[src/ltc2195_macros.svh]
`ifndef LTC2195_MACROS_SVH
`define LTC2195_MACROS_SVH

// Serial receive path
`define LANE_BITS      8           // Bits per lane word
`define SAMPLE_BITS    16          // Two lanes interleaved
`define TRAIN_PATTERN  8'b00001111 // Frame lane idle word
`define SLIP_SETTLE    3           // Words between two slips

// SPI configuration
`define SPI_BITS       16          // R/W bit, 7 addr, 8 data
`define INIT_WAIT      255         // Clocks before the first write
`define SCK_HALF       5           // hz_clk cycles per SCK half period
`define WRITE_PAGE     8'h31       // Host page that maps to a write

// Power-up register values
`define REG_RESET_VAL  8'h80       // Soft reset
`define REG_FORMAT_VAL 8'h20       // Two's complement output
`define REG_LANES_VAL  8'h00       // Two-lane mode, 16-bit serialization

`endif

[src/ltc2195_pkg.sv]
`include "ltc2195_macros.svh"

package ltc2195_pkg;

	// Data path words
	typedef logic [`LANE_BITS-1:0] lane_word_t;          // One deserialized lane
	typedef logic signed [`SAMPLE_BITS-1:0] sample_t;    // Reassembled ADC sample

	// SPI and host command fields
	typedef logic [`SPI_BITS-1:0] spi_word_t;            // {wr, addr[6:0], data[7:0]}
	typedef logic [6:0] reg_addr_t;
	typedef logic [7:0] reg_data_t;
	typedef logic [15:0] cmd_addr_t;                     // Page in upper byte

	// Configuration sequencer
	typedef enum logic [2:0] {
		CFG_WAIT,  // Power-up delay
		CFG_LOAD,  // Build next power-up word
		CFG_START, // Kick the SPI master
		CFG_BUSY,  // Frame on the wire
		CFG_IDLE   // Ready for host commands
	} cfg_state_t;

	// Frame aligner
	typedef enum logic {
		ALIGN_CHECK,
		ALIGN_SLIP
	} align_state_t;

endpackage

[src/adc_cfg_seq.sv]
`timescale 1ns/1ns
`include "ltc2195_macros.svh"

module adc_cfg_seq import ltc2195_pkg::*; (
	input  logic      hz_clk,
	input  logic      rst_in,
	input  logic      cmd_trig,   // Host request, honoured only with cmd_ready
	input  cmd_addr_t cmd_addr,
	input  reg_data_t cmd_data,
	input  logic      spi_busy,
	output logic      cmd_ready,
	output logic      spi_start,
	output spi_word_t spi_word
);

	localparam int WAIT_W = $clog2(`INIT_WAIT + 1);

	cfg_state_t        state;
	logic [WAIT_W-1:0] wait_cnt;   // Power-up delay
	logic [1:0]        wr_idx;     // Power-up write, 3 once all are sent
	reg_addr_t         init_addr;
	reg_data_t         init_data;
	logic              cmd_accept;

	//////////////////////////////////////////////////
	// Power-up register table

	always_comb begin
		init_addr = reg_addr_t'(wr_idx); // Registers 0, 1, 2 in order
		case (wr_idx)
			2'd0:    init_data = `REG_RESET_VAL;
			2'd1:    init_data = `REG_FORMAT_VAL;
			default: init_data = `REG_LANES_VAL;
		endcase
	end

	assign cmd_ready  = (state == CFG_IDLE);
	assign spi_start  = (state == CFG_START); // START lasts one cycle
	assign cmd_accept = cmd_ready && cmd_trig && (cmd_addr[15:8] == `WRITE_PAGE);

	//////////////////////////////////////////////////
	// Sequencer

	always_ff @(posedge hz_clk or posedge rst_in) begin
		if (rst_in) begin
			state    <= CFG_WAIT;
			wait_cnt <= WAIT_W'(`INIT_WAIT);
			wr_idx   <= 2'd0;
		end
		else begin
			case (state)
				CFG_WAIT: begin
					if (wait_cnt == '0)
						state <= CFG_LOAD;
					else
						wait_cnt <= wait_cnt - 1'b1;
				end
				CFG_LOAD:  state <= CFG_START;
				CFG_START: state <= CFG_BUSY; // Master raises busy on this edge
				CFG_BUSY: begin
					if (!spi_busy) begin
						if (wr_idx == 2'd3) begin
							state <= CFG_IDLE;    // Host write finished
						end
						else begin
							wr_idx <= wr_idx + 1'b1;
							state  <= (wr_idx == 2'd2) ? CFG_IDLE : CFG_LOAD;
						end
					end
				end
				CFG_IDLE: begin
					if (cmd_accept)
						state <= CFG_START;     // Other pages fall through
				end
				default: state <= CFG_IDLE;
			endcase
		end
	end

	// Frame word, held for the master to sample on spi_start
	always_ff @(posedge hz_clk) begin
		if (state == CFG_LOAD)
			spi_word <= {1'b0, init_addr, init_data};
		else if (cmd_accept)
			spi_word <= {1'b0, cmd_addr[6:0], cmd_data}; // Write bit is 0
	end

endmodule

[src/frame_align.sv]
`timescale 1ns/1ns
`include "ltc2195_macros.svh"

module frame_align import ltc2195_pkg::*; (
	input  logic       hz_clk,
	input  logic       rst_in,
	input  lane_word_t frame_word,   // Captured frame lane
	input  logic       word_strobe,
	output logic       slip,         // One-cycle bitslip request
	output logic       frame_locked  // Last compared word was the pattern
);

	localparam int SET_W = $clog2(`SLIP_SETTLE + 1);

	align_state_t     state;
	logic [SET_W-1:0] settle_cnt; // Words seen since the last slip, saturating
	logic             match;
	logic             settled;

	assign match   = (frame_word == `TRAIN_PATTERN);
	assign settled = (settle_cnt == SET_W'(`SLIP_SETTLE));
	assign slip    = (state == ALIGN_SLIP); // Cycle after a strobe

	//////////////////////////////////////////////////
	// Bitslip FSM

	always_ff @(posedge hz_clk or posedge rst_in) begin
		if (rst_in) begin
			state        <= ALIGN_CHECK;
			settle_cnt   <= '0;
			frame_locked <= 1'b0;
		end
		else begin
			case (state)
				ALIGN_CHECK: begin
					if (word_strobe) begin
						frame_locked <= match;
						if (!match && settled)
							state <= ALIGN_SLIP;               // Shift boundary once
						else if (!settled)
							settle_cnt <= settle_cnt + 1'b1;   // Let old words drain
					end
				end
				ALIGN_SLIP: begin
					state      <= ALIGN_CHECK;
					settle_cnt <= '0;
				end
				default: state <= ALIGN_CHECK;
			endcase
		end
	end

	// A slip needs two strobes before its effect reaches frame_word,
	// the settle count keeps us from slipping past the right boundary

endmodule

[src/lane_deser.sv]
`timescale 1ns/1ns
`include "ltc2195_macros.svh"

module lane_deser import ltc2195_pkg::*; (
	input  logic       hz_clk,
	input  logic       rst_in,
	input  logic       serial_bit,  // One bit per clock
	input  logic       word_strobe, // From word_timer, shared by all lanes
	output lane_word_t lane_word
);

	lane_word_t shift_reg;

	//////////////////////////////////////////////////
	// Shifter

	// MSB first, first bit of a word ends up at the top
	always_ff @(posedge hz_clk) begin
		shift_reg <= {shift_reg[`LANE_BITS-2:0], serial_bit};
	end

	// Capture holds a full word until the next strobe
	always_ff @(posedge hz_clk or posedge rst_in) begin
		if (rst_in) begin
			lane_word <= '0;
		end
		else if (word_strobe) begin
			lane_word <= shift_reg; // Eighth bit shifted in on the previous clock
		end
	end

	// Shifter keeps running through reset so the first word is full

endmodule

[src/ltc2195_rx_top.sv]
`timescale 1ns/1ns

module ltc2195_rx_top import ltc2195_pkg::*; (
	input  logic      hz_clk,
	input  logic      rst_in,
	// Host command
	input  logic      cmd_trig,
	input  cmd_addr_t cmd_addr,
	input  reg_data_t cmd_data,
	output logic      cmd_ready,
	// SPI to the ADC
	output logic      spi_scs,
	output logic      spi_sck,
	output logic      spi_sdo,
	// Serial lanes
	input  logic      d0a,
	input  logic      d0b,
	input  logic      d1a,
	input  logic      d1b,
	input  logic      frame_bit,
	// Samples
	output sample_t   sample0,
	output sample_t   sample1,
	output logic      sample_valid,
	output logic      frame_locked
);

	logic       spi_start;
	logic       spi_busy;
	spi_word_t  spi_word;
	logic       word_strobe;
	logic       slip;
	lane_word_t d0a_word, d0b_word, d1a_word, d1b_word, frame_word;

	//////////////////////////////////////////////////
	// Configuration path

	adc_cfg_seq adc_cfg_seq_inst (.hz_clk, .rst_in, .cmd_trig, .cmd_addr, .cmd_data,
		.spi_busy, .cmd_ready, .spi_start, .spi_word);

	spi_master spi_master_inst (.hz_clk, .rst_in, .spi_start, .spi_word,
		.spi_busy, .spi_scs, .spi_sck, .spi_sdo);

	//////////////////////////////////////////////////
	// Receive path

	word_timer word_timer_inst (.hz_clk, .rst_in, .slip, .word_strobe); // Shared boundary

	lane_deser d0a_deser (.hz_clk, .rst_in, .serial_bit(d0a), .word_strobe, .lane_word(d0a_word));
	lane_deser d0b_deser (.hz_clk, .rst_in, .serial_bit(d0b), .word_strobe, .lane_word(d0b_word));
	lane_deser d1a_deser (.hz_clk, .rst_in, .serial_bit(d1a), .word_strobe, .lane_word(d1a_word));
	lane_deser d1b_deser (.hz_clk, .rst_in, .serial_bit(d1b), .word_strobe, .lane_word(d1b_word));
	lane_deser fr_deser (.hz_clk, .rst_in, .serial_bit(frame_bit), .word_strobe,
		.lane_word(frame_word));

	frame_align frame_align_inst (.hz_clk, .rst_in, .frame_word, .word_strobe,
		.slip, .frame_locked);

	// Channel 1 strobes in step with channel 0
	sample_assemble ch0_assemble (.hz_clk, .rst_in, .lane_a(d0a_word), .lane_b(d0b_word),
		.word_strobe, .sample(sample0), .sample_valid(sample_valid));
	sample_assemble ch1_assemble (.hz_clk, .rst_in, .lane_a(d1a_word), .lane_b(d1b_word),
		.word_strobe, .sample(sample1), .sample_valid());

endmodule

[src/sample_assemble.sv]
`timescale 1ns/1ns
`include "ltc2195_macros.svh"

module sample_assemble import ltc2195_pkg::*; (
	input  logic       hz_clk,
	input  logic       rst_in,
	input  lane_word_t lane_a,       // Odd sample bits
	input  lane_word_t lane_b,       // Even sample bits
	input  logic       word_strobe,
	output sample_t    sample,
	output logic       sample_valid  // One cycle per new sample
);

	logic    strobe_d; // Lane words settle one cycle after the strobe
	sample_t mixed;

	//////////////////////////////////////////////////
	// Interleave

	always_comb begin
		for (int k = 0; k < `LANE_BITS; k++) begin
			mixed[2*k+1] = lane_a[k];
			mixed[2*k]   = lane_b[k];
		end
	end

	always_ff @(posedge hz_clk or posedge rst_in) begin
		if (rst_in) begin
			strobe_d     <= 1'b0;
			sample_valid <= 1'b0;
		end
		else begin
			strobe_d     <= word_strobe;
			sample_valid <= strobe_d;    // Strobe + 2
		end
	end

	always_ff @(posedge hz_clk) begin
		if (strobe_d)
			sample <= mixed;
	end

endmodule

[src/spi_master.sv]
`timescale 1ns/1ns
`include "ltc2195_macros.svh"

module spi_master import ltc2195_pkg::*; (
	input  logic      hz_clk,
	input  logic      rst_in,
	input  logic      spi_start, // One-cycle request
	input  spi_word_t spi_word,  // Sampled on spi_start
	output logic      spi_busy,
	output logic      spi_scs,
	output logic      spi_sck,
	output logic      spi_sdo
);

	// One setup half plus 32 toggling halves plus one trail half
	localparam int HALVES = 2 * `SPI_BITS + 2;
	localparam int HC_W = $clog2(`SCK_HALF + 1);

	logic [HC_W-1:0] half_cnt;   // Cycles inside one half period
	logic [5:0]      half_idx;   // Which half period of the frame
	spi_word_t       shift_reg;

	assign spi_sdo = shift_reg[`SPI_BITS-1]; // MSB first

	//////////////////////////////////////////////////
	// Frame timing

	always_ff @(posedge hz_clk or posedge rst_in) begin
		if (rst_in) begin
			spi_busy  <= 1'b0;
			spi_scs   <= 1'b1;
			spi_sck   <= 1'b0;
			half_cnt  <= '0;
			half_idx  <= '0;
			shift_reg <= '0;
		end
		else if (!spi_busy) begin
			if (spi_start) begin
				spi_busy  <= 1'b1;
				half_cnt  <= '0;
				half_idx  <= '0;
				shift_reg <= spi_word; // Frame latched here so the sequencer may move on
			end
		end
		else if (half_cnt == HC_W'(`SCK_HALF - 1)) begin
			half_cnt <= '0;
			half_idx <= half_idx + 1'b1;
			if (half_idx == '0) begin
				spi_scs <= 1'b0;          // Select the chip after the setup half
			end
			else if (half_idx == 6'(HALVES - 1)) begin
				spi_scs  <= 1'b1;         // Trail half done
				spi_busy <= 1'b0;
			end
			else begin
				spi_sck <= ~spi_sck;
				// Falling edge moves the next bit onto SDO
				if (spi_sck) begin
					shift_reg <= {shift_reg[`SPI_BITS-2:0], 1'b0};
				end
			end
		end
		else begin
			half_cnt <= half_cnt + 1'b1;
		end
	end

	// Halves 1..32 toggle SCK at their end
	// Half 1 is the lead with SDO already valid
	// Half 33 is the trail after the last falling edge
	// SCK therefore ends low and makes exactly 16 rising edges

endmodule

[src/word_timer.sv]
`timescale 1ns/1ns
`include "ltc2195_macros.svh"

module word_timer (
	input  logic hz_clk,
	input  logic rst_in,
	input  logic slip,        // Stretch current word by one bit
	output logic word_strobe  // Last bit of a word is in the shifters
);

	localparam int CNT_W = $clog2(`LANE_BITS);

	logic [CNT_W-1:0] bit_cnt;

	// Strobe on the final count of each word
	assign word_strobe = (bit_cnt == CNT_W'(`LANE_BITS - 1));

	//////////////////////////////////////////////////
	// Bit counter

	always_ff @(posedge hz_clk or posedge rst_in) begin
		if (rst_in) begin
			bit_cnt <= '0;
		end
		else if (!slip) begin
			if (word_strobe)
				bit_cnt <= '0;
			else
				bit_cnt <= bit_cnt + 1'b1;
		end
		// On slip the count holds, boundary moves one bit later
	end

	// Slip arrives right after a strobe, so the held count is never the wrap
	// and two strobes stay at least LANE_BITS apart

endmodule
[config.mk]
export PLATFORM = sky130hd
export DESIGN_NAME = ltc2195_rx_top
export DESIGN_NICKNAME = d
export VERILOG_FILES = /design/src/ltc2195_pkg.sv /design/src/adc_cfg_seq.sv /design/src/frame_align.sv /design/src/lane_deser.sv /design/src/ltc2195_rx_top.sv /design/src/sample_assemble.sv /design/src/spi_master.sv /design/src/word_timer.sv
export VERILOG_INCLUDE_DIRS = /design/src
export SDC_FILE = /design/constraint.sdc
export NUM_CORES = 1
export LEC_CHECK = 0
export BUFFER_PORTS_ARGS = -buffer_cell sky130_fd_sc_hd__clkbuf_2
export CORE_MARGIN = 4
export CORE_UTILIZATION = 40
export CTS_CLUSTER_DIAMETER = 100
export DETAILED_ROUTE_END_ITERATION = 10
export PLACE_DENSITY = 0.64
export SLEW_MARGIN = 25
export SYNTH_ARGS = -nofsm -noshare
export SYNTH_HDL_FRONTEND = slang
export SYNTH_SLANG_ARGS = --single-unit
[constraint.sdc]
create_clock -name hz_clk -period 3.1 [get_ports hz_clk]
set_clock_uncertainty 0.15 [all_clocks]
set_input_delay 0.31 -clock hz_clk [delete_from_list [all_inputs] [get_ports hz_clk]]
set_output_delay 0.31 -clock hz_clk [all_outputs]
set_load 0.01 [all_outputs]
# --- Yosys cells after proc, flatten, opt, wreduce, memory -nomap -nowiden ---
# Cells that the tools add are included.
word_totals:
  regBits: 177
  in_bits: 32
  out_inout_bits: 38
  word_cells: 121
classes:
  n_addsub: 6
  eq_ne: 23
  n_mux: 36
  bitwise: 7
  n_reduce_logical: 20
op_table:
  columns: ["cell", "count"]
  rows:
  - ["two-way mux 16 bit", 6]
  - ["two-way mux 3 bit", 9]
  - ["two-way mux 10 bit", 2]
  - ["two-way mux 6 bit", 3]
  - ["!= test 2 bit, second input constant", 8]
  - ["one-hot mux 8 bit (2 select lines)", 1]
  - ["one-hot mux 3 bit (5 select lines)", 1]
  - ["AND reduction 3 bit", 4]
  - ["== test 3 bit, second input constant", 3]
  - ["two-way mux 1 bit", 9]
  - ["== test 8 x 4 -> 1 bit, second input constant", 1]
  - ["== test 8 x 6 -> 1 bit, second input constant", 1]
  - ["logical NOT 8 bit", 1]
  - ["subtractor 8 x 1 -> 8 bit, second input constant", 1]
  - ["inverter 1 bit", 7]
  - ["adder 3 x 1 -> 3 bit, second input constant", 2]
  - ["adder 6 x 1 -> 6 bit, second input constant", 1]
  - ["== test 2 bit, second input constant", 3]
  - ["== test 3 x 2 -> 1 bit, second input constant", 2]
  - ["== test 6 bit, second input constant", 1]
  - ["logical NOT 6 bit", 1]
  - ["two-way mux 2 bit", 3]
  - ["AND reduction 2 bit", 3]
  - ["nonzero test 2 bit", 3]
  - ["12 further kinds", 16]

# --- Longest topological paths before layout ---
# Gate-level depths: netlist of the first run.
depth:
  depth_word: 6
  depth_mapped: 8
  depth_no_buf: 6

# --- Modules after synthesis ---
# From an unflattened synthesis of the first run, not the netlist that was laid out.
hier_totals:
  cells_unflattened: 446
  area_unflattened_um2: 6665.1
modules_own_cells:
  columns: ["module", "n_inst", "cells_per_inst", "area_per_inst_um2", "seq_area_each_um2"]
  rows:
  - ["lane_deser", 5, 26, 495.5, 360.3]
  - ["spi_master", 1, 139, 1435.1, 701.9]
  - ["adc_cfg_seq", 1, 112, 1351.3, 735.7]
  - ["sample_assemble", 2, 19, 534.3, 530.5]
  - ["frame_align", 1, 17, 192.7, 100.1]
  - ["word_timer", 1, 10, 140.1, 75.1]

# --- Worst setup path after synthesis of the first run ---
# No wires, ideal clock.
synth_timing:
  path_kind: "register to register"
  start: "reg adc_cfg_seq_inst.state[1]"
  end: "reg adc_cfg_seq_inst.spi_word[0], enable pin"
  setup_ns: 0.315
  arrival_ns: 1.668
  required_time_ns: 2.635
  setup_slack_ns: 0.967
  path_stages_with_launch: 5
  path_buffers: 1
  synth_period_minus_slack_ns: 2.133
  path_cell_list: "dfrtp_1 -> buf_6 -> or3b_4 -> nor4_4 -> or2_2"
synth_via:
  elab_chain_len: 4
  word_cells_on_any_way: 5
  cone_classes: "2 x eq/ne; 3 x reduce/logical"
synth_rtl:
  columns: ["item", "line", "rtl"]
  rows:
  - ["start: declaration", "adc_cfg_seq.sv:18", "cfg_state_t state;"]
  - ["start signal: assignment", "adc_cfg_seq.sv:67", "state <= (wr_idx == 2'd2) ? CFG_IDLE : CFG_LOAD;"]
  - ["== test 3 bit", "adc_cfg_seq.sv:37", "assign cmd_ready = (state == CFG_IDLE);"]
  - ["logical AND 1 bit (2 in series)", "adc_cfg_seq.sv:39", "assign cmd_accept = cmd_ready && cmd_trig && (cmd_addr[15:8] == `WRITE_PAGE);"]
  - ["nonzero test 2 bit (no source line) (*)", null, null]
  - ["end signal: assignment", "adc_cfg_seq.sv:83", "spi_word <= {1'b0, init_addr, init_data};"]
  - ["end signal: assignment", "adc_cfg_seq.sv:85", "spi_word <= {1'b0, cmd_addr[6:0], cmd_data};"]
  - ["end: declaration", "adc_cfg_seq.sv:13", "output spi_word_t spi_word"]
# Every way passes the cells marked *; elsewhere a longest branch is shown, timed or not.
# A chain may end at the register's enable or synchronous reset.

# --- Worst setup path in the final report of the first run ---
layout_timing:
  start: "reg adc_cfg_seq_inst.state[1]"
  end: "reg adc_cfg_seq_inst.spi_word[2], enable pin"
# The elaborated chain is that of the path after synthesis.

==> flow_metrics.env, run 1 <==
export IMPL_final_cell_mix="dfrtp_1 (81), clkbuf_2 (68), mux2_2 (52)"
export IMPL_globalRouteTotalUtil_pct=12.3
export IMPL_critPathCaptureType="flip-flop"
export IMPL_holdWs_ns=0.0321
export IMPL_htreeDepth=4
export IMPL_start_kind="flip-flop"
export IMPL_final_nets=571
export IMPL_post_route_drc_count=0
export IMPL_yosysWarningCount=0
export IMPL_cts_buffers=17
export IMPL_core_um2=15400
export IMPL_final_max_slew_viol_count=0
export IMPL_clkSlewWorstSetupHoldPaths_ns=0.06
export IMPL_crit_slowest_cell="dfrtp_1"
export IMPL_critPathMaxStageDelay_ns=0.47
export IMPL_grt_pass1_vias=3808
export IMPL_final_layout_size_suffix_gt1_share_pct=34.4
export IMPL_grt_pass1_wl_um=17700
export IMPL_synth_top_area_cell="dfrtp_1"
export IMPL_clockBufferDepth=2
export IMPL_ant_nets=0
export IMPL_syn_nets=477
export IMPL_leakagePower_uw=0.00325
export IMPL_seq_area_frac_synth_pct=69.8
export IMPL_gp_congestion=0.749
export IMPL_ys_ff_latch=177
export IMPL_clock_fmax_mhz=470
export IMPL_cap_viol_max_count=0
export IMPL_drt_iter0_markers=172
export IMPL_dieHeight_um=134
export IMPL_cellPowerDensity_nw_per_um2=667
export IMPL_synth_area_per_cell_um2=14.7
export IMPL_routed_wl_um=10100
export IMPL_setup_viol=0
export IMPL_status="finished clean"
export IMPL_arrival_ns=2.08
export IMPL_setup_tns_ns=0
export IMPL_finalHoldViolations=0
export IMPL_postSynthCellCount=431
export IMPL_cp_required_ns=3.06
export IMPL_hp_class="primary input to flip-flop"
export IMPL_gr_total_overflow=0
export IMPL_ys_types=45
export IMPL_final_common_cell="dfrtp_1"
export IMPL_dp_hpwl_um=6790
export IMPL_syn_area_um2=6340
export IMPL_cts_resized=0
export IMPL_post_route_min_period_ns=2.13
export IMPL_worstPathMaxFanout=10
export IMPL_path_cells="or3b_4, nor4_4, buf_4, or2_2"
export IMPL_max_vdd_ir_drop_uv=450
export IMPL_ios=70
export IMPL_antennaDiodeCount=0
export IMPL_num_rows=45
export IMPL_tightest_slew_ns=0.847
export IMPL_antenna_found_initial=0
export IMPL_drtPass1Iterations=4
export IMPL_grt_max_degree=48
export IMPL_crit_type="flip-flop to flip-flop"
export IMPL_vias=3574
export IMPL_rsz0062_at_grt="no"
export IMPL_start_util_pct=41.3
export IMPL_synth_area_leaders="dfrtp_1 (32%), edfxtp_1 (20%), dfxtp_1 (14%)"
export IMPL_root_buffer="clkbuf_16"
export IMPL_cts_tree="built"
export IMPL_cts_sinks=177
export IMPL_chipWidth_um=134
export IMPL_vias_per_cell=4.77
export IMPL_synth_top_area_share_pct=32.0
export IMPL_io_buffers=68
export IMPL_die_area_um2=17900
export IMPL_wire_per_inst_um=13.5
export IMPL_clock_latency_ns=0.42
export IMPL_synthToLayoutAreaGrowth_pct=21.5
export IMPL_maxSlewHeadroom_pct=43.5
export IMPL_period_share_pct=68.6
==> synth_stat cells, drive strengths merged <==
master,number
xor2,3
xnor2,6
or3,4
nand4b,2
edfxtp,42
dfxtp,45
dfstp,9
and3,1
inv,16
a21oi,3
nor3,3
mux2i,23
or3b,1
o211ai,1
mux2,52
ha,14
nor2b,8
a31o,1
or4bb,1
o31a,1
o41ai,1
nand3b,2
nand3,20
buf,5
nor4b,1
nor2,20
a21o,1
clkbuf,8
o21ai,21
o31ai,2
or2,3
a31oi,3
a22o,2
nand2,14
nor4,4
and2,1
nand2b,1
a311oi,1
o21a,1
dfrtp,81
nor3b,3
==> path summary, 6_finish.rpt <==
| kind | startpoint | end | slack [ns] | cells after the start |
|---|---|---|---|---|
| min in group asynchronous | rst_in | spi_master_inst.shift_reg[3]$_DFFE_PP0P_ | 0.41 | 3 |
| max in group asynchronous | rst_in | d1a_deser.lane_word[4]$_DFFE_PP0P_ | 1.69 | 4 |
| worst min-delay path | cmd_data[3] | adc_cfg_seq_inst.spi_word[3]$_SDFFCE_PP0P_ | 0.03 | 2 |
| worst max register to register | adc_cfg_seq_inst.state[1]$_DFFE_PP0P_ | adc_cfg_seq_inst.spi_word[2]$_SDFFCE_PP0P_ | 0.97 | 4 |
| worst min register to register | d0b_deser.shift_reg[5]$_DFF_P_ | d0b_deser.shift_reg[6]$_DFF_P_ | 0.20 | 0 |
| worst max-delay path | adc_cfg_seq_inst.state[1]$_DFFE_PP0P_ | adc_cfg_seq_inst.spi_word[2]$_SDFFCE_PP0P_ | 0.97 | 4 |
==> report_power, final <==
part	total (uW)	internal, uW	switching, uW
combinational	301	156	145
clock	2160	1220	940
sequential	2680	2590	87.6
==> final cells by class <==
class | instances | area, um2
multi-input combinational | 225 | 1810
sequential | 177 | 4430
inverter | 16 | 61.3
clock inverter | 13 | 158
clock buffer | 19 | 464
timing repair buffer | 88 | 531
tap | 211 | 264
fill | 1301 | 7660
==> logic make-up (layout without fill, tap and decap cells) <==
| group | after synthesis | in the layout | share of synthesized area, % |
|---|---|---|---|
| flops | 177 | 177 | 69.8 |
| simple gates | 89 | 89 | 7.79 |
| mux | 75 | 75 | 12.9 |
| compound gates | 38 | 38 | 3.69 |
| buf+inv | 29 | 136 | 1.89 |
| fa+ha+maj | 14 | 14 | 2.76 |
| xor+xnor | 9 | 9 | 1.24 |
==> through the flow <==
step	instance area (um2)	setup slack, ns	power, uW	cells	utilization (%)
after floorplan	6340	0.320	2920	431	-
after global placement	6980	0.972	3000	706	45.4
after detailed placement	6980	0.952	3030	706	45.4
after CTS	7710	0.960	5210	749	50.2
after global routing	7710	0.826	5360	749	50.2
final	7710	0.972	5140	749	50.2
==> timing repair <==
item,in CTS,in global routing
hold buffers,11,0
setup buffers,0,0
endpoints found under the hold margin,47,0
==> worst max-delay path, delay by kind of cell (launching register included) <==
family	cells	cell delay, ns
buffers and inverters	1	0.20
AND/OR/NAND/NOR	3	0.99
flip-flops	1	0.47
==> per-layer routing <==
layer | part of all wire (%) | GRT usage [%]
met1 | 44 | 14.5
met2 | 48 | 20.5
met3 | 5.0 | 4.20
met4 | 2.3 | 5.66
met5 | 0 | 0
No activity file was read; power rests on OpenSTA's default activity.
==> run 2, diff against run 1 <==
ABC_AREA = 1   (was default)
clock period = 2.1 ns   (was 3.1 ns; I/O delays follow)
==> flow_metrics.env, run 2 <==
export IMPL_cts_buffers=17
export IMPL_synthMuxAreaShare_pct=0
export IMPL_antennaDiodeCount=0
export IMPL_chipWidth_um=136
export IMPL_final_layout_size_suffix_gt1_share_pct=20.3
export IMPL_dp_hpwl_um=7670
export IMPL_ctsHoldBuffers=21
export IMPL_worstPathMaxFanout=18
export IMPL_synthSimpleGateAreaFrac_pct=20.9
export IMPL_vias_per_cell=4.51
export IMPL_synth_area_leaders="dfrtp_1 (31%), edfxtp_1 (19%), dfxtp_1 (14%)"
export IMPL_synth_compound_area_share_pct=3.81
export IMPL_dieHeight_um=136
export IMPL_yosys_top_cells_count="nand2_1 (237), dfrtp_1 (81), dfxtp_1 (45), edfxtp_1 (42), inv_1 (40)"
export IMPL_yosys_most_used_dff="dfrtp_1"
export IMPL_ys_ff_latch=177
export IMPL_num_rows=46
export IMPL_synthToLayoutAreaGrowth_pct=21.6
export IMPL_rsz0062_at_grt="no"
export IMPL_synth_enable_flop_cells=42
export IMPL_globalRouteTotalUtil_pct=13.2
export IMPL_wire_per_inst_um=11.7
export IMPL_seq_area_um2=4430
export IMPL_setup_viol=0
export IMPL_cts_tree="built"
export IMPL_cp_required_ns=2.30
export IMPL_gr_total_overflow=0
export IMPL_tightest_slew_ns=0.665
export IMPL_finalHoldViolations=0
export IMPL_start_kind="flip-flop"
export IMPL_fillers=1445
export IMPL_die_area_um2=18600
export IMPL_maxSlewHeadroom_pct=55.6
export IMPL_postSynthCellCount=623
export IMPL_clock_latency_ns=0.41
export IMPL_critPathCaptureType="flip-flop"
export IMPL_multiInputGateArea_um2=1890
export IMPL_final_cell_mix="nand2_1 (237), dfrtp_1 (81), clkbuf_2 (68)"
export IMPL_start_util_pct=41.2
export IMPL_post_route_min_period_ns=1.85
export IMPL_synthAdderAreaFrac_pct=2.66
export IMPL_hp_class="primary input to flip-flop"
export IMPL_post_cts_buffers=0
export IMPL_arrival_ns=2.06
export IMPL_async_flop_share_pct=50.8
export IMPL_ios=70
export IMPL_clockBufferDepth=2
export IMPL_synth_top_area_cell="dfrtp_1"
export IMPL_cts_sinks=177
export IMPL_grt_pass1_wl_um=19600
export IMPL_htreeDepth=4
export IMPL_period_share_pct=88.2
export IMPL_crit_type="flip-flop to flip-flop"
export IMPL_ys_types=41
export IMPL_leakagePower_uw=0.00386
export IMPL_post_route_util_pct=50.1
export IMPL_post_route_drc_count=0
export IMPL_max_vdd_ir_drop_uv=578
export IMPL_status="finished clean"
export IMPL_synth_top_area_share_pct=30.7
export IMPL_ant_nets=0
export IMPL_final_max_slew_viol_count=0
export IMPL_routed_wl_um=11200
export IMPL_grt_max_degree=30
export IMPL_yosysWarningCount=0
export IMPL_cellPowerDensity_nw_per_um2=984
export IMPL_gp_congestion=0.796
export IMPL_clkSlewWorstSetupHoldPaths_ns=0.06
export IMPL_yosysMostFrequentCell="nand2_1"
export IMPL_grt_pass1_vias=4216
export IMPL_final_common_cell="nand2_1"
export IMPL_io_buffers=68
export IMPL_vias=4307
export IMPL_setup_tns_ns=0
export IMPL_drtPass1Iterations=4
export IMPL_drt_iter0_markers=255
export IMPL_synth_xor_area_share_pct=1.33
export IMPL_antenna_found_initial=0
export IMPL_final_nets=771
export IMPL_syn_nets=669
export IMPL_clock_fmax_mhz=540
export IMPL_synth_area_per_cell_um2=10.6
export IMPL_synth_top_family_by_area="simple AND/OR/NAND/NOR gates"
export IMPL_cts_resized=0
export IMPL_root_buffer="clkbuf_16"
export IMPL_cap_viol_max_count=0
export IMPL_syn_area_um2=6590
export IMPL_seq_area_frac_synth_pct=67.1
export IMPL_core_um2=16000
export IMPL_p_total_uw=7890
## run 2: cell count changes in the layout (fill, tap and decap cells not counted), moves of 8 or more
| cell | change |
|---|---|
| nor2_1 | +15 |
| nand2_1 | +223 |
| nor2b_1 | -8 |
| nand3_2 | +9 |
| mux2_2 | -52 |
| dlygate4sd3_1 | +10 |
| mux2i_1 | -23 |
| inv_1 | +24 |
## run 2: worst paths after layout
| path | from | endpoint | slack (ns) | cells past startpoint |
|---|---|---|---|---|
| worst max-delay path | spi_master_inst.half_idx[0]$_DFFE_PP0P_ | spi_master_inst.shift_reg[5]$_DFFE_PP0P_ | 0.25 | 9 |
| worst min-delay path | cmd_addr[13] | adc_cfg_seq_inst.state[2]$_DFFE_PP0P_ | 0.14 | 6 |
| worst max register to register | spi_master_inst.half_idx[0]$_DFFE_PP0P_ | spi_master_inst.shift_reg[5]$_DFFE_PP0P_ | 0.25 | 9 |
| worst min register to register | d0b_deser.shift_reg[6]$_DFF_P_ | d0b_deser.shift_reg[7]$_DFF_P_ | 0.20 | 0 |
| max in group asynchronous | rst_in | adc_cfg_seq_inst.wait_cnt[7]$_DFFE_PP1P_ | 0.81 | 4 |
| min in group asynchronous | rst_in | fr_deser.lane_word[4]$_DFFE_PP0P_ | 0.28 | 3 |
## run 2: routing by layer
layer	track usage, %	vias to the layer above	wire length, um
met3	3.22	15	527
met4	4.98	0	174
met1	17.1	2010	5130
met2	21.4	106	5330
met5	0	-	0
li1	-	2176	-
## run 2: cell families (layout without fill, tap and decap cells)
kind of cell    after synthesis  after routing
xor+xnor                     10             10
buf+inv                      62            177
fa+ha+maj                    14             14
flops                       177            177
compound gates               43             43
simple gates                317            317
## run 2: area by class of cell
class | count | area share, %
clock buffer | 21 | 5.49
sequential | 177 | 55.2
multi-input combinational | 384 | 23.6
clock inverter | 11 | 1.95
inverter | 45 | 2.15
timing repair buffer | 100 | 8.21
tap | 216 | 3.37
## run 2: critical path, stage by stage, from the launching register on
cell     delay (ns)
dfrtp_1        0.41
inv_1          0.10
ha_1           0.20
inv_1          0.05
nor2_1         0.05
o21ai_2        0.19
nand3_4        0.27
nand2_4        0.24
nand2_1        0.08
nand2_1        0.06
## run 2: power by group
group          internal [uW]  total, uW  leakage, uW  switching, uW
combinational            227        545      0.00170            319
sequential              3980       4180      0.00189            194
clock                   1890       3160     0.000278           1280
## run 2: per-stage QoR
step                      cell area [um2]  hold WS [ns]  instances  setup WS, ns
after detailed placement             7210         0.164        901         0.258
after floorplan                      6600        0.0877        623         0.368
after global placement               7210         0.165        901         0.310
final                                8020         0.145        954         0.248
after global routing                 8020         0.202        954        0.0888
after CTS                            8020         0.126        954         0.235
==> run 3, diff against run 2 <==
--- a/config.mk
+++ b/config.mk
@@ -18,2 +18,3 @@
 export SYNTH_HDL_FRONTEND = slang
+export SYNTH_HIERARCHICAL = 1
 export SYNTH_SLANG_ARGS = --single-unit
==> constraint.sdc (replaced) <==
create_clock -name hz_clk -period 2.1 [get_ports hz_clk]
set_clock_uncertainty 0.15 [all_clocks]
set_input_delay 0.105 -clock hz_clk [delete_from_list [all_inputs] [get_ports hz_clk]]
set_output_delay 0.105 -clock hz_clk [all_outputs]
set_load 0.01 [all_outputs]
==> flow_metrics.env, run 3 <==
export IMPL_drt_iter0_markers=202
export IMPL_dieHeight_um=138
export IMPL_min_from="cmd_addr[13]"
export IMPL_p_clk_share_pct=34.1
export IMPL_cpMostUsedCell="nand2_1"
export IMPL_whs_path_depth=6
export IMPL_finalHoldViolations=0
export IMPL_seq_power_share_pct=49.7
export IMPL_r2r_setup_slack_ns=0.22
export IMPL_final_nets=820
export IMPL_tightest_slew_ns=0.666
export IMPL_gp_congestion=0.756
export IMPL_arrival_ns=2.03
export IMPL_synthToLayoutAreaGrowth_pct=20.3
export IMPL_clock_latency_ns=0.42
export IMPL_wire_per_inst_um=10.9
export IMPL_period_share_pct=89.4
export IMPL_io_buffers=68
export IMPL_cts_buffers=17
export IMPL_yosysWarningCount=6
export IMPL_dp_hpwl_um=7480
export IMPL_worstPathMaxFanout=16
export IMPL_maxSlewHeadroom_pct=55.6
export IMPL_cellPowerDensity_nw_per_um2=1120
export IMPL_final_layout_size_suffix_gt1_share_pct=19.2
export IMPL_crit_slowest_cell="dfrtp_1"
export IMPL_grt_max_degree=29
export IMPL_path_cells="inv_1, nand2_1, nor2_2, inv_1, nand2_2, nand2_4, nor2_8, nand3_4, nand2_1, nand2_1"
export IMPL_status="finished clean"
export IMPL_routed_wl_um=11000
export IMPL_die_area_um2=19100
export IMPL_drtPass1Iterations=4
export IMPL_num_rows=47
export IMPL_worst_r2r_cell_count=10
export IMPL_fin_area_um2=8160
export IMPL_syn_nets=718
export IMPL_p_total_uw=9120
export IMPL_antennaDiodeCount=0
export IMPL_antenna_found_initial=0
export IMPL_power_switching_uw=2700
export IMPL_start_kind="flip-flop"
export IMPL_vias=4382
export IMPL_htreeDepth=4
export IMPL_globalRouteTotalUtil_pct=12.5
export IMPL_r2r_end="spi_master_inst/shift_reg[8]$_DFFE_PP0P_"
export IMPL_p_sw_share_pct=29.6
export IMPL_rr_startpoint="adc_cfg_seq_inst/state[2]$_DFFE_PP0P_"
export IMPL_cts_tree="built"
export IMPL_holdWs_ns=0.0247
export IMPL_core_um2=16600
export IMPL_clockBufferDepth=2
export IMPL_final_common_cell="nand2_1"
export IMPL_gr_total_overflow=0
export IMPL_crit_type="flip-flop to flip-flop"
export IMPL_post_route_min_period_ns=1.88
export IMPL_final_max_slew_viol_count=0
export IMPL_cp_num_cells=10
export IMPL_holdPathEnd="adc_cfg_seq_inst/spi_word[14]$_SDFFE_PP0P_"
export IMPL_root_buffer="clkbuf_16"
export IMPL_leakagePower_uw=0.00404
export IMPL_grt_pass1_wl_um=19900
export IMPL_chipWidth_um=138
export IMPL_combPwrFrac_pct=16.2
export IMPL_clkSlewWorstSetupHoldPaths_ns=0.07
export IMPL_critPathMaxStageDelay_ns=0.39
export IMPL_cts_sinks=178
export IMPL_postSynthCellCount=672
export IMPL_post_route_drc_count=0
export IMPL_ios=70
export IMPL_hp_class="primary input to flip-flop"
export IMPL_setup_viol=0
export IMPL_path_delay_family="simple AND/OR/NAND/NOR gates"
export IMPL_clock_fmax_mhz=533
export IMPL_vias_per_cell=4.35
export IMPL_ant_nets=0
export IMPL_rsz0062_at_grt="no"
export IMPL_start_util_pct=40.9
export IMPL_max_vdd_ir_drop_uv=609
export IMPL_cp_required_ns=2.26
export IMPL_intPower_uw=6430
export IMPL_critPathCaptureType="flip-flop"
export IMPL_syn_area_um2=6780
export IMPL_final_cell_mix="nand2_1 (261), dfrtp_1 (82), clkbuf_2 (68)"
export IMPL_dpl_instance_area_um2=7350
export IMPL_synth_area_per_cell_um2=10.1
export IMPL_grt_pass1_vias=4256
export IMPL_setup_tns_ns=0
export IMPL_path_buf_inv=2
export IMPL_cap_viol_max_count=0
==> run 3: worst max path at each step <==
stage                                           from                                        end  slack [ns]
6_report       adc_cfg_seq_inst/state[2]$_DFFE_PP0P_   spi_master_inst/shift_reg[8]$_DFFE_PP0P_        0.22
5_1_grt        adc_cfg_seq_inst/state[2]$_DFFE_PP0P_   spi_master_inst/shift_reg[8]$_DFFE_PP0P_        0.05
4_1_cts        adc_cfg_seq_inst/state[2]$_DFFE_PP0P_   spi_master_inst/shift_reg[8]$_DFFE_PP0P_        0.12
3_5_place_dp   adc_cfg_seq_inst/state[2]$_DFFE_PP0P_   spi_master_inst/shift_reg[4]$_DFFE_PP0P_        0.16
3_3_place_gp   adc_cfg_seq_inst/state[2]$_DFFE_PP0P_   spi_master_inst/shift_reg[6]$_DFFE_PP0P_        0.23
2_1_floorplan  adc_cfg_seq_inst/state[2]$_DFFE_PP0P_  spi_master_inst/shift_reg[15]$_DFFE_PP0P_        0.26
==> run 3: layout make-up <==
| type | instances | area (um2) |
|---|---|---|
| tap | 220 | 275 |
| multi-input combinational | 415 | 1980 |
| timing repair buffer | 97 | 611 |
| inverter | 65 | 249 |
| sequential | 178 | 4450 |
| clock inverter | 14 | 163 |
| clock buffer | 18 | 429 |
| fill | 1539 | 8430 |
==> run 3: power by group through the flow <==
stage,Sequential [uW],Clock [uW],Combinational (uW)
after global placement,4590,0,1430
after CTS,4540,3220,1490
after detailed placement,4610,0,1460
after floorplan,4520,0,1130
after global routing,4610,3380,1730
final,4530,3120,1480
==> run 3: repair_timing <==
action	in CTS	in global routing
hold buffers	21	0
hold endpoints to repair	102	0
buffers inserted	0	0
gates resized for setup	0	1
setup endpoints to repair	0	6
==> run 3: routing by layer <==
metal	vias to the layer above	global-route usage (%)	wire, um
met5	-	0	0
met4	0	5.10	150
met3	9	3.83	438
met2	76	19.5	5070
met1	1985	16.5	5360
li1	2312	-	-
==> run 3: tightest hold or removal path: stages <==
cell and delay, ns:
clkbuf_2 0.08, nand2_1 0.05, nor2_1 0.06, nand2_4 0.11
o21ai_1 0.07, nor2_1 0.07
==> run 3: stage by stage <==
stage               instances  utilization, %  worst slack (ns)
CTS                      1007            49.2             0.120
finish                   1007            49.2             0.223
detailed placement        954            44.3             0.161
global placement          954            44.3             0.233
global route             1007            49.2            0.0468
floorplan                 672               -             0.260
